--- config.mk ---
export PLATFORM = sky130hd
export DESIGN_NAME = adc_slice_top
export DESIGN_NICKNAME = d
export VERILOG_FILES = /design/src/hdl/adc_slice_pkg.sv /design/src/hdl/tdc_sample_if.sv /design/src/hdl/adc_slice_top.sv /design/src/hdl/phase_monitor.sv /design/src/hdl/slice_timing.sv /design/src/hdl/tdc_capture.sv /design/src/hdl/wallace_adder.sv
export SDC_FILE = /design/constraint.sdc
export NUM_CORES = 1
export LEC_CHECK = 0
export ABC_AREA = 1
export BUFFER_PORTS_ARGS = -buffer_cell sky130_fd_sc_hd__buf_4
export CAP_MARGIN = 20
export CORE_UTILIZATION = 40
export DETAILED_ROUTE_END_ITERATION = 10
export PLACE_DENSITY = 0.68
export REMOVE_ABC_BUFFERS = 1
export SLEW_MARGIN = 10
export SYNTH_ARGS = -nofsm -noshare
export SYNTH_HDL_FRONTEND = slang
export SYNTH_SLANG_ARGS = --single-unit
--- constraint.sdc ---
create_clock -name clk_adder -period 5.7 [get_ports clk_adder]
set_input_delay 0.57 -clock clk_adder [delete_from_list [all_inputs] [get_ports clk_adder]]
set_output_delay 0.57 -clock clk_adder [all_outputs]
set_load 0.03 [all_outputs]
--- src/hdl/adc_slice_pkg.sv ---
package adc_slice_pkg;

    // Output code width and number of delay-chain flip-flops.
    localparam int NADC = 8;
    localparam int NTHM = (2 ** NADC) - 1;

    // Phase-monitor result width.
    localparam int PM_W = 20;

    typedef logic [NTHM-1:0] therm_t;
    typedef logic [NADC-1:0] adc_code_t;
    typedef logic [PM_W-1:0] pm_count_t;

    // Bit 1 picks the reference, bit 0 the measured input.
    typedef enum logic [1:0] {
        PH_STROBE_EXT = 2'b00,
        PH_STROBE_DEL = 2'b01,
        PH_SIGN_EXT   = 2'b10,
        PH_SIGN_DEL   = 2'b11
    } ph_src_e;

endpackage

--- src/hdl/tdc_sample_if.sv ---
`timescale 1ns/1ps

interface tdc_sample_if import adc_slice_pkg::*; ();

    logic   valid;
    therm_t therm;
    logic   sign;
    logic   rev;

    // Capture side drives a sample for one cycle.
    modport capture (
        output valid,
        output therm,
        output sign,
        output rev
    );

    // Adder takes every sample, no back-pressure.
    modport adder (
        input valid,
        input therm,
        input sign,
        input rev
    );

endinterface

--- src/hdl/adc_slice_top.sv ---
`timescale 1ns/1ps

module adc_slice_top import adc_slice_pkg::*; #(
    parameter int NDIV           = 2,
    parameter int PM_WINDOW_LOG2 = 10
) (
    input  logic            clk_adder,
    input  logic            rstb,
    input  logic            en_slice,
    input  logic            en_sync_in,
    input  logic            alws_on,
    input  logic [NDIV-1:0] init,
    input  therm_t          ff_in,
    input  logic            sign_in,
    input  logic            en_tdc_phase_reverse,
    input  logic            ph_ext,
    input  logic            en_pm,
    input  logic [1:0]      sel_pm_sign,
    input  ph_src_e         sel_pm_in,
    output logic            en_sync_out,
    output logic            del_out,
    output adc_code_t       adder_out,
    output logic            sign_out,
    output logic            adder_valid,
    output pm_count_t       pm_out,
    output logic            pm_valid
);

    logic strobe;

    tdc_sample_if sample_if ();

    slice_timing #(
        .NDIV(NDIV)
    ) i_slice_timing (
        .clk_adder  (clk_adder),
        .rstb       (rstb),
        .en_slice   (en_slice),
        .en_sync_in (en_sync_in),
        .alws_on    (alws_on),
        .init       (init),
        .strobe     (strobe),
        .en_sync_out(en_sync_out)
    );

    tdc_capture i_tdc_capture (
        .clk_adder           (clk_adder),
        .rstb                (rstb),
        .strobe              (strobe),
        .ff_in               (ff_in),
        .sign_in             (sign_in),
        .en_tdc_phase_reverse(en_tdc_phase_reverse),
        .del_out             (del_out),
        .sample              (sample_if.capture)
    );

    wallace_adder i_wallace_adder (
        .clk_adder  (clk_adder),
        .rstb       (rstb),
        .sample     (sample_if.adder),
        .adder_out  (adder_out),
        .sign_out   (sign_out),
        .adder_valid(adder_valid)
    );

    // Monitor sees the strobe, chain output and raw sign.
    phase_monitor #(
        .PM_WINDOW_LOG2(PM_WINDOW_LOG2)
    ) i_phase_monitor (
        .clk_adder  (clk_adder),
        .rstb       (rstb),
        .en_pm      (en_pm),
        .sel_pm_in  (sel_pm_in),
        .sel_pm_sign(sel_pm_sign),
        .ph_ext     (ph_ext),
        .del_out    (del_out),
        .sign_in    (sign_in),
        .strobe     (strobe),
        .pm_out     (pm_out),
        .pm_valid   (pm_valid)
    );

endmodule

--- src/hdl/phase_monitor.sv ---
`timescale 1ns/1ps

module phase_monitor import adc_slice_pkg::*; #(
    parameter int PM_WINDOW_LOG2 = 10
) (
    input  logic       clk_adder,
    input  logic       rstb,
    input  logic       en_pm,
    input  ph_src_e    sel_pm_in,
    input  logic [1:0] sel_pm_sign,
    input  logic       ph_ext,
    input  logic       del_out,
    input  logic       sign_in,
    input  logic       strobe,
    output pm_count_t  pm_out,
    output logic       pm_valid
);

    logic [PM_WINDOW_LOG2-1:0] win_cnt;
    pm_count_t                 mis_cnt;
    pm_count_t                 mis_next;
    logic                      ph_ref;
    logic                      ph_in;
    logic                      mismatch;
    logic                      win_last;

    // Source muxes, then polarity adjust on each side.
    always_comb begin
        ph_ref   = sel_pm_in[1] ? sign_in : strobe;
        ph_in    = sel_pm_in[0] ? del_out : ph_ext;
        mismatch = (ph_in ^ sel_pm_sign[0]) != (ph_ref ^ sel_pm_sign[1]);
        mis_next = mis_cnt + mismatch;
        win_last = &win_cnt;
    end

    always_ff @(posedge clk_adder or negedge rstb) begin
        if (!rstb) begin
            win_cnt  <= '0;
            mis_cnt  <= '0;
            pm_out   <= '0;
            pm_valid <= 1'b0;
        end else if (!en_pm) begin
            win_cnt  <= '0;
            mis_cnt  <= '0;
            pm_valid <= 1'b0;
        end else begin
            win_cnt <= win_cnt + 1'b1;
            if (win_last) begin
                // Last cycle of the window is counted too.
                pm_out   <= mis_next;
                pm_valid <= 1'b1;
                mis_cnt  <= '0;
            end else begin
                pm_valid <= 1'b0;
                mis_cnt  <= mis_next;
            end
        end
    end

    a_pm_valid_pulse: assert property (
        @(posedge clk_adder) disable iff (!rstb)
        pm_valid |=> !pm_valid
    );

endmodule

--- src/hdl/slice_timing.sv ---
`timescale 1ns/1ps

module slice_timing #(
    parameter int NDIV = 2
) (
    input  logic            clk_adder,
    input  logic            rstb,
    input  logic            en_slice,
    input  logic            en_sync_in,
    input  logic            alws_on,
    input  logic [NDIV-1:0] init,
    output logic            strobe,
    output logic            en_sync_out
);

    logic [NDIV-1:0] div_cnt;

    // Divider phase is loaded from init until the sync enable arrives.
    always_ff @(posedge clk_adder or negedge rstb) begin
        if (!rstb) begin
            div_cnt <= '0;
        end else if (!en_sync_in) begin
            div_cnt <= init;
        end else if (en_slice) begin
            div_cnt <= div_cnt + 1'b1;
        end
    end

    // Sync enable is passed on to the next slice one cycle later.
    always_ff @(posedge clk_adder or negedge rstb) begin
        if (!rstb) begin
            en_sync_out <= 1'b0;
        end else begin
            en_sync_out <= en_sync_in;
        end
    end

    // One strobe per divider period, or every cycle when always-on.
    always_comb begin
        strobe = en_slice & (alws_on | (en_sync_in & (&div_cnt)));
    end

    a_no_strobe_disabled: assert property (
        @(posedge clk_adder) disable iff (!rstb)
        !en_slice |-> !strobe
    );

endmodule

--- src/hdl/tdc_capture.sv ---
`timescale 1ns/1ps

module tdc_capture import adc_slice_pkg::*; (
    input  logic                 clk_adder,
    input  logic                 rstb,
    input  logic                 strobe,
    input  therm_t               ff_in,
    input  logic                 sign_in,
    input  logic                 en_tdc_phase_reverse,
    output logic                 del_out,
    tdc_sample_if.capture        sample
);

    logic   rev_meta;
    logic   rev_sync;
    therm_t therm_next;

    // Two-stage synchronizer on the phase-reverse control.
    always_ff @(posedge clk_adder or negedge rstb) begin
        if (!rstb) begin
            rev_meta <= 1'b0;
            rev_sync <= 1'b0;
        end else begin
            rev_meta <= en_tdc_phase_reverse;
            rev_sync <= rev_meta;
        end
    end

    // Reversed phase flips every chain bit.
    always_comb begin
        therm_next = rev_sync ? ~ff_in : ff_in;
    end

    always_ff @(posedge clk_adder or negedge rstb) begin
        if (!rstb) begin
            sample.valid <= 1'b0;
            del_out      <= 1'b0;
        end else begin
            sample.valid <= strobe;
            if (strobe) begin
                del_out <= therm_next[NTHM-1];
            end
        end
    end

    // Sample payload.
    always_ff @(posedge clk_adder) begin
        if (strobe) begin
            sample.therm <= therm_next;
            sample.sign  <= sign_in;
            sample.rev   <= rev_sync;
        end
    end

    a_valid_after_strobe: assert property (
        @(posedge clk_adder) disable iff (!rstb)
        $rose(sample.valid) |-> $past(strobe)
    );

    // Reverse flag on a sample lags the control by the synchronizer.
    a_rev_latency: assert property (
        @(posedge clk_adder) disable iff (!rstb)
        sample.valid |-> sample.rev == $past(en_tdc_phase_reverse, 3)
    );

endmodule

--- src/hdl/wallace_adder.sv ---
`timescale 1ns/1ps

module wallace_adder import adc_slice_pkg::*; (
    input  logic          clk_adder,
    input  logic          rstb,
    tdc_sample_if.adder   sample,
    output adc_code_t     adder_out,
    output logic          sign_out,
    output logic          adder_valid
);

    localparam int GRP_W = 16;
    localparam int NGRP  = (NTHM + 1) / GRP_W;

    typedef logic [4:0] grp_sum_t;

    logic [NTHM:0] therm_pad;
    grp_sum_t      grp_next [NGRP];
    grp_sum_t      grp_sum  [NGRP];
    logic          s1_sign;
    logic          s1_valid;
    adc_code_t     total_next;

    // Sixteen-bit count as a balanced tree of pairwise adds.
    function automatic grp_sum_t pop16(input logic [GRP_W-1:0] b);
        logic [1:0] l1 [8];
        logic [2:0] l2 [4];
        logic [3:0] l3 [2];
        for (int i = 0; i < 8; i++) begin
            l1[i] = b[2*i] + b[2*i+1];
        end
        for (int i = 0; i < 4; i++) begin
            l2[i] = l1[2*i] + l1[2*i+1];
        end
        for (int i = 0; i < 2; i++) begin
            l3[i] = l2[2*i] + l2[2*i+1];
        end
        return l3[0] + l3[1];
    endfunction

    // Top pad bit is zero so the code splits into even groups.
    always_comb begin
        therm_pad = {1'b0, sample.therm};
        for (int g = 0; g < NGRP; g++) begin
            grp_next[g] = pop16(therm_pad[g*GRP_W +: GRP_W]);
        end
    end

    always_comb begin
        total_next = '0;
        for (int g = 0; g < NGRP; g++) begin
            total_next = total_next + grp_sum[g];
        end
    end

    always_ff @(posedge clk_adder or negedge rstb) begin
        if (!rstb) begin
            s1_valid    <= 1'b0;
            adder_valid <= 1'b0;
        end else begin
            s1_valid    <= sample.valid;
            adder_valid <= s1_valid;
        end
    end

    // Stage 1 group sums, stage 2 total.
    always_ff @(posedge clk_adder) begin
        grp_sum   <= grp_next;
        s1_sign   <= sample.sign;
        adder_out <= total_next;
        sign_out  <= s1_sign;
    end

    a_valid_latency: assert property (
        @(posedge clk_adder) disable iff (!rstb)
        sample.valid |-> ##2 adder_valid
    );

endmodule

Word-level counts from Yosys, hierarchy flattened

Cells that the tools add are included.

Bits in writable memories: 0
Output and inout port bits: 33
Flip-flop bits (word level): 406
ROM bits: 0
Logic and storage cells: 311
Memories kept: 0
Bits in latches: 0

Eq/ne operators: 2
Shift-type cells: 0
Bitwise gates (word level): 6
Multiplexer cells: 10
Order comparisons: 0
Multipliers: 0
$add $sub $neg: 257
Div/mod/pow operators: 0
Reductions and logical operators: 3

Operators with widths:

| operator                                       | number |
|---|---|
| 2-to-1 mux 255 bit                             | 1 |
| inverter 255 bit                               | 1 |
| adder 1 x 1 -> 2 bit                           | 127 |
| adder 2 x 2 -> 3 bit                           | 63 |
| adder 3 x 3 -> 4 bit                           | 32 |
| adder 8 x 5 -> 8 bit                           | 14 |
| adder 4 x 4 -> 5 bit                           | 16 |
| 2-to-1 mux 20 bit                              | 2 |
| adder 20 x 1 -> 20 bit                         | 1 |
| AND reduction 11 bit                           | 1 |
| adder 10 x 1 -> 10 bit (second input constant) | 1 |
| 2-to-1 mux 10 bit                              | 1 |
| AND reduction 10 bit                           | 1 |
| adder 5 x 5 -> 6 bit                           | 1 |
| 2-to-1 mux 1 bit                               | 4 |
| 2-to-1 mux 2 bit                               | 2 |
| adder 2 x 1 -> 3 bit                           | 1 |
| adder 2 x 1 -> 2 bit (second input constant)   | 1 |
| bitwise AND 1 bit                              | 2 |
| inequality test 2 bit (second input constant)  | 1 |
| AND reduction 2 bit                            | 1 |
| bitwise XOR 1 bit                              | 2 |
| inequality test 1 bit                          | 1 |
| OR 1 bit                                       | 1 |

Depth between registers and ports, before layout

Gate-level depths: netlist (run 1).

Word-level depth: 15
Depth in mapped cells: 21

By module

Synthesis (run 1) repeated with hierarchy kept, for this count alone.

Cells, all modules: 1,814
Area total of the unflattened synthesis: 23,029.6 µm²

By module, submodules not included:

| module        | sequential area each (µm²) | area an instance (µm²) | instances | cells an instance |
|---|---|---|---|---|
| tdc_capture   | 7,817.5                    | 10,633.9               | 1         | 553 |
| wallace_adder | 1,831.8                    | 9,834.4                | 1         | 963 |
| phase_monitor | 1,276.2                    | 2,416.1                | 1         | 281 |
| slice_timing  | 75.1                       | 145.1                  | 1         | 17 |

Worst setup path after synthesis (run 1)

OpenSTA, ideal clock, no wires.

Kind: input to register
From: input en_sync_in
To: register i_tdc_capture.sample.valid
Arrival time: 5,664 ps
Setup slack: -633 ps
Library setup time: 669 ps
Stages on the path: 4
Cell sequence: nand2_1 -> nand2_1 -> nand2_1 -> inv_1

Word-level cells in the longest chain between the ends: 3

Ends and longest elaborated chain:

| what                       | line                | RTL |
|---|---|---|
| start: declaration         | adc_slice_top.sv:10 | `input logic en_sync_in,` |
| bitwise AND 1 bit          | slice_timing.sv:40  | `strobe = en_slice & (alws_on \| (en_sync_in & (&div_cnt)));` |
| OR 1 bit                   | slice_timing.sv:40  |  |
| bitwise AND 1 bit          | slice_timing.sv:40  |  |
| via i_phase_monitor.strobe | phase_monitor.sv:14 | `input logic strobe,` |
| end signal: assignment     | tdc_capture.sv:39   | `sample.valid <= strobe;` |
| end: declaration           | tdc_sample_if.sv:12 | `output valid,` |

The timed path passes the listed nets, and every way through them passes these cells.
A chain may end at the register's enable or synchronous reset.

Final worst setup path (run 1)

From: register i_wallace_adder.grp_sum[70] in the netlist's numbering
To: register i_wallace_adder.adder_out[6]

Word-level cells in the longest chain between the ends: 15

Ends and longest elaborated chain:

| what                                | line                | RTL |
|---|---|---|
| start: declaration                  | wallace_adder.sv:19 | `grp_sum_t grp_sum [NGRP];` |
| start signal: assignment            | wallace_adder.sv:68 | `grp_sum <= grp_next;` |
| adder 5 x 5 -> 6 bit                | wallace_adder.sv:52 | `total_next = total_next + grp_sum[g];` |
| adder 8 x 5 -> 8 bit (14 in series) | wallace_adder.sv:52 |  |
| via i_wallace_adder.total_next[6]   | wallace_adder.sv:22 | `adc_code_t total_next;` |
| end signal: assignment              | wallace_adder.sv:70 | `adder_out <= total_next;` |
| end: declaration                    | wallace_adder.sv:7  | `output adc_code_t adder_out,` |

The timed path passes the listed nets, and every way through them passes these cells.

==> impl_metrics.csv, run 1 <==
group,metric,value,unit
critical_path,worstRegToRegCells,18,
grt,grt-ovfl-total,0,
detailed_routing,wirelength,41500,microns
synthesis,synth_async_sr_flop_share,0.148,
grt,grt_max_degree,151,
floorplanning,dieHeight,239,microns
critical_path,critPathKind,"reg2reg",
critical_path,timing.rr.start,"i_wallace_adder.grp_sum[70]$_DFF_P_",
synthesis,synth.avg_cell_area,12.7,sq um
worst_hold_path,min_path_type,"in2async",
floorplanning,placementRows,86,
critical_path,endpoint_kind,"register",
grt,grt.busiest_layer,"met2",
synthesis,synth_seq_area_share,0.488,
synthesis,netlist_area,22500,sq um
clock_tree,cts.repair.resized,0,
placement,dp_slack,233,ps
grt,met2_usage,0.261,
placement,io_buffers,302,
sta,slew_headroom,0.263,
sta,max_freq,183,MHz
detailed_routing,first_pass_iters,5,
clock_tree,numClockSinks,405,
critical_path,required,6160,ps
sta,setup_slack,243,ps
sta,drv_slew,0,
finish,nets,2685,
run,cap_violations,0,
clock_tree,root_buffer,"clkbuf_16",
clock_tree,htree_levels,2,
floorplanning,core,55300,sq um
sta,setup_viol,0,
sta,worst_pin_slew,1110,ps
floorplanning,ios,303,
clock_tree,insertion_delay,570,ps
floorplanning,dieArea,57200,sq um
finish,layout-area-overhead-vs-synth,20.8,%
detailed_routing,num_vias,12479,
clock_tree,max-clock-path-buffers,3,
critical_path,r2r-end,"i_wallace_adder.adder_out[6]$_DFF_P_",
placement,hpwl,31400,microns
sta,clock_skew,23.3,ps
floorplanning,dieWidth,239,microns
grt,use_met3,0.0299,
sta,hold_viol,0,
critical_path,path_max_fanout,3,
grt,grt_pass1_vias,13925,
finish,diodes,0,
finish,drive_gt1_frac,0.191,
finish,final_cell_mix,"388 x inv_1, 302 x buf_4, 281 x xor2_1",
detailed_routing,routedWlPerCell,14.4,microns
finish,final_cells,2876,
synthesis,syn_inst,1772,
critical_path,critPathArrivalTime,5920,ps
status,status,"finished, final reports clean",
clock_tree,cts_tree,"built",
detailed_routing,drt-initial-drc-count,553,
finish,layout_commonest_cell,"inv_1",
clock_tree,cts_hold_buf,0,
synthesis,ys.flop_type,"edfxtp_1",
critical_path,worst_setup_path_start_kind,"register",
synthesis,synth_edf_count,256,
sta,whs,69.8,ps
finish,post-route-util,0.491,
placement,gp_congestion,0.768,
clock_tree,numCtsBuffers,46,
synthesis,yosysWarnings,0,
grt,grt_use_met1,0.195,
detailed_routing,ant_nets,0,
sta,period_needed,5460,ps
synthesis,yosysUniqueCellTypes,34,
detailed_routing,drc,0,
clock_tree,path_clk_slew,60,ps
sta,rsz0062_at_grt,"false",
synthesis,yosys_register_bits,405,
placement,dp.cells,2790,
detailed_routing,vias_per_cell,4.34,
clock_tree,post-cts-setup-buffers,0,
grt,grt_usage,0.152,
grt,grt_pass1_wl,68300,microns
floorplanning,start_util,0.407,
critical_path,rrSetupSlack,240,ps
sta,timing.final.crit_share,0.957,
grt,grt_antenna_before_repair,0,
critical path, cell delays in order (launching register included):
cell     delay, ps
dfxtp_1        320
ha_1           210
fa_1           410
xor2_1         170
fa_1           480
inv_1           50
fa_1           530
inv_1           60
fa_1           500
fa_1           550
inv_1           50
fa_1           500
fa_1           540
inv_1           40
ha_1           230
fa_1           410
nand3_1         90
nand2_1         70
xor2_1         140
flip-flops by register name, indices dropped and copies added, names as in the netlist, 2 cells and up:
signal / count
i_wallace_adder.grp_sum: 79
i_phase_monitor.mis_cnt: 20
i_tdc_capture.sample.therm: 255
i_phase_monitor.win_cnt: 10
i_phase_monitor.pm_out: 20
i_wallace_adder.adder_out: 8
i_slice_timing.div_cnt: 2
cells by family after synthesis:
group,count (synthesis),synth area share
AOI/OAI and AO/OA,73,0.0191
and+or+nand+nor,238,0.0451
DFF,405,0.488
adders and majority gates,325,0.255
xor gates and xnor gates,305,0.119
buffers and inverters,426,0.0743
metrics by stage:
step | instance area, sq um | setup TNS, ps
2_1_floorplan | 22300 | -706070
3_3_place_gp | 25600 | 0
3_5_place_dp | 25600 | 0
4_1_cts | 27200 | 0
5_1_grt | 27200 | 0
6_report | 27200 | 0
worst max path at each step:
stage / from / end / slack [ps] / cells after the start
final: i_wallace_adder.grp_sum[70]$_DFF_P_ / i_wallace_adder.adder_out[6]$_DFF_P_ / 240 / 18
after global routing: i_wallace_adder.grp_sum[70]$_DFF_P_ / i_wallace_adder.adder_out[6]$_DFF_P_ / 4 / 18
after CTS: i_wallace_adder.grp_sum[70]$_DFF_P_ / i_wallace_adder.adder_out[6]$_DFF_P_ / 230 / 18
after detailed placement: i_wallace_adder.grp_sum[70]$_DFF_P_ / i_wallace_adder.adder_out[6]$_DFF_P_ / 230 / 18
after global placement: i_wallace_adder.grp_sum[70]$_DFF_P_ / i_wallace_adder.adder_out[6]$_DFF_P_ / 270 / 18
after floorplan: i_tdc_capture.rev_sync$_DFF_PN0_ / i_tdc_capture.del_out$_DFFE_PN0P_ / -2610 / 3
area by class of cell:
| type | instances | area [sq um] |
|---|---|---|
| fillers | 4880 | 28100 |
| clock buffers | 55 | 1280 |
| multi-input cells | 941 | 9850 |
| inverters | 391 | 1480 |
| well taps | 748 | 936 |
| flip-flops and latches | 405 | 11000 |
| repair buffers | 305 | 2330 |
| clock inverters | 31 | 318 |
synthesized netlist by cell type (2+ instances only):
master / count / area, sq um
a21oi_1: 28 / 140
buf_2: 28 / 140
buf_4: 3 / 22.5
buf_6: 3 / 33.8
dfrtp_1: 60 / 1500
dfxtp_1: 89 / 1780
edfxtp_1: 256 / 7690
fa_1: 222 / 4440
ha_1: 103 / 1290
inv_1: 389 / 1460
nand2_1: 132 / 495
nand2_2: 2 / 12.5
nand3_1: 39 / 195
nand4_1: 5 / 31.3
nor2_1: 53 / 199
nor2_4: 2 / 22.5
o21a_1: 3 / 22.5
o21ai_0: 20 / 100
o21ai_1: 4 / 20.0
o21ai_2: 10 / 87.6
o21bai_1: 5 / 37.5
xnor2_1: 24 / 210
xor2_1: 281 / 2460
routing by layer:
metal / wire length (microns) / share of wire
met3: 1920 / 0.046
met4: 841 / 0.020
met5: 0 / 0
met1: 18100 / 0.44
met2: 20600 / 0.50
Power of run 1 is not shown: default switching activity piles up to over one toggle a cycle in this logic, so the estimate is an artifact.
==> run 2: changes to the inputs <==
--- a/config.mk
+++ b/config.mk
@@ -10,7 +10,7 @@
 export CAP_MARGIN = 20
 export CORE_UTILIZATION = 40
 export DETAILED_ROUTE_END_ITERATION = 10
-export PLACE_DENSITY = 0.68
+export PLACE_DENSITY_LB_ADDON = 0.2
 export REMOVE_ABC_BUFFERS = 1
 export SLEW_MARGIN = 10
 export SYNTH_ARGS = -nofsm -noshare
==> impl_metrics.csv, run 2 (same netlist as run 1, synthesis figures left out) <==
group,metric,value,unit
status,status,"finished, final reports clean",
floorplanning,dieWidth,239,microns
clock_tree,numCtsBuffers,48,
critical_path,path_max_fanout,3,
sta,period_needed,5470,ps
grt,grt-ovfl-total,0,
placement,gp_congestion,0.801,
critical_path,critPathKind,"reg2reg",
finish,layout_commonest_cell,"inv_1",
finish,largest_reg_flops,255,
sta,rsz0062_at_grt,"false",
detailed_routing,routedWlPerCell,14.5,microns
clock_tree,htree_levels,2,
grt,grt_antenna_before_repair,0,
detailed_routing,drt-initial-drc-count,533,
floorplanning,core,55300,sq um
sta,slew_headroom,0.331,
sta,fin_setup_tns,0,ps
clock_tree,cts_hold_buf,0,
grt,grt_max_degree,104,
clock_tree,max-clock-path-buffers,3,
finish,diodes,0,
sta,timing.final.crit_share,0.960,
finish,nets,2690,
grt,grt_pass1_vias,13534,
finish,reg_top3,"i_tdc_capture.sample.therm (255), i_wallace_adder.grp_sum (79)",
clock_tree,path_clk_slew,60,ps
detailed_routing,wirelength,41900,microns
finish,drive_gt1_frac,0.191,
worst_hold_path,min_path_type,"in2async",
critical_path,worst_setup_path_start_kind,"register",
sta,hold_viol,0,
critical_path,max_stage_delay,560,ps
finish,top_register,"i_tdc_capture.sample.therm",
critical_path,worst-path-buf-inv,4,
floorplanning,dieHeight,239,microns
clock_tree,insertion_delay,580,ps
finish,final_cell_mix,"388 x inv_1, 306 x buf_4, 281 x xor2_1",
placement,hpwl,32000,microns
detailed_routing,drc,0,
run,cap_violations,0,
finish,post-route-util,0.494,
critical_path,crit_slowest_cell,"fa_1",
critical_path,crit_top_cell,"fa_1",
grt,grt_usage,0.153,
detailed_routing,first_pass_iters,5,
detailed_routing,ant_nets,0,
floorplanning,placementRows,86,
clock_tree,cts_tree,"built",
sta,setup_viol,0,
floorplanning,dieArea,57200,sq um
critical_path,critPathTopFamily,"adder cells",
clock_tree,numClockSinks,405,
critical_path,critPathArrivalTime,5910,ps
detailed_routing,vias_per_cell,4.33,
critical_path,endpoint_kind,"register",
critical_path,required,6140,ps
detailed_routing,num_vias,12491,
critical_path,worstPathCellList,"ha_1 > fa_1 > xor2_1 > fa_1 > inv_1 > fa_1 > inv_1 > fa_1 > fa_1 > inv_1 > fa_1 > fa_1 > inv_1 > ha_1 > fa_2 > nand3_1 > nand2_1 > xor2_1",
placement,io_buffers,302,
sta,clock_skew,29.9,ps
sta,max_freq,183,MHz
floorplanning,ios,303,
sta,worst_pin_slew,1000,ps
floorplanning,start_util,0.407,
clock_tree,root_buffer,"clkbuf_16",
sta,drv_slew,0,
grt,grt_pass1_wl,68400,microns
finish,layout-area-overhead-vs-synth,21.4,%
==> run 2: changes by cell type in the layout (fill, tap and decap cells not counted), moves of 3 or more <==
| cell | before | now |
|---|---|---|
| buf_4 | 302 | 306 |
| clkbuf_1 | 4 | 11 |
| clkbuf_8 | 1 | 6 |
| clkinv_2 | 13 | 7 |
| inv_6 | 4 | 1 |
==> run 2: through the flow <==
stage	instance area, sq um	instances	setup slack, ps	hold slack (ps)
2_1_floorplan	22300	1737	-2610	274
3_3_place_gp	25600	2793	257	314
3_5_place_dp	25600	2793	192	320
6_report	27300	2883	228	62.4
4_1_cts	27300	2883	135	75.6
5_1_grt	27300	2883	52.8	79.8
==> run 2: final timing paths <==
check                                                    start                                     to  slack (ps)  cells past startpoint
setup / recovery           i_wallace_adder.grp_sum[70]$_DFF_P_   i_wallace_adder.adder_out[6]$_DFF_P_         230                     18
hold / removal                                            rstb  i_phase_monitor.pm_out[3]$_DFFE_PN0P_          60                      1
setup reg to reg           i_wallace_adder.grp_sum[70]$_DFF_P_   i_wallace_adder.adder_out[6]$_DFF_P_         230                     18
hold reg to reg                i_wallace_adder.s1_sign$_DFF_P_       i_wallace_adder.sign_out$_DFF_P_         330                      0
max in group asynchronous                                 rstb       i_tdc_capture.rev_sync$_DFF_PN0_        5000                      1
min in group clk_adder                    en_tdc_phase_reverse       i_tdc_capture.rev_meta$_DFF_PN0_         110                      1
==> run 2: area by class of cell <==
class	count	area, sq um
multi-input combinational	941	9850
timing repair buffer	308	2340
sequential	405	11000
inverter	391	1480
clock inverter	21	300
tap	748	936
clock buffer	69	1430
fill	4950	28000
==> run 2: metal layers <==
metal,routed length (microns),track usage,up-vias
met5,0,0,-
met4,903,0.0439,0
met2,20200,0.254,255
li1,-,-,6092
met3,1870,0.0248,55
met1,18900,0.207,6089
==> run 2: what timing repair did <==
action                                  in CTS  in global routing
endpoints found under the setup margin       0                  1
gates resized for setup                      0                  1
setup buffers                                0                  0
Power of run 2 is left out for the same reason.
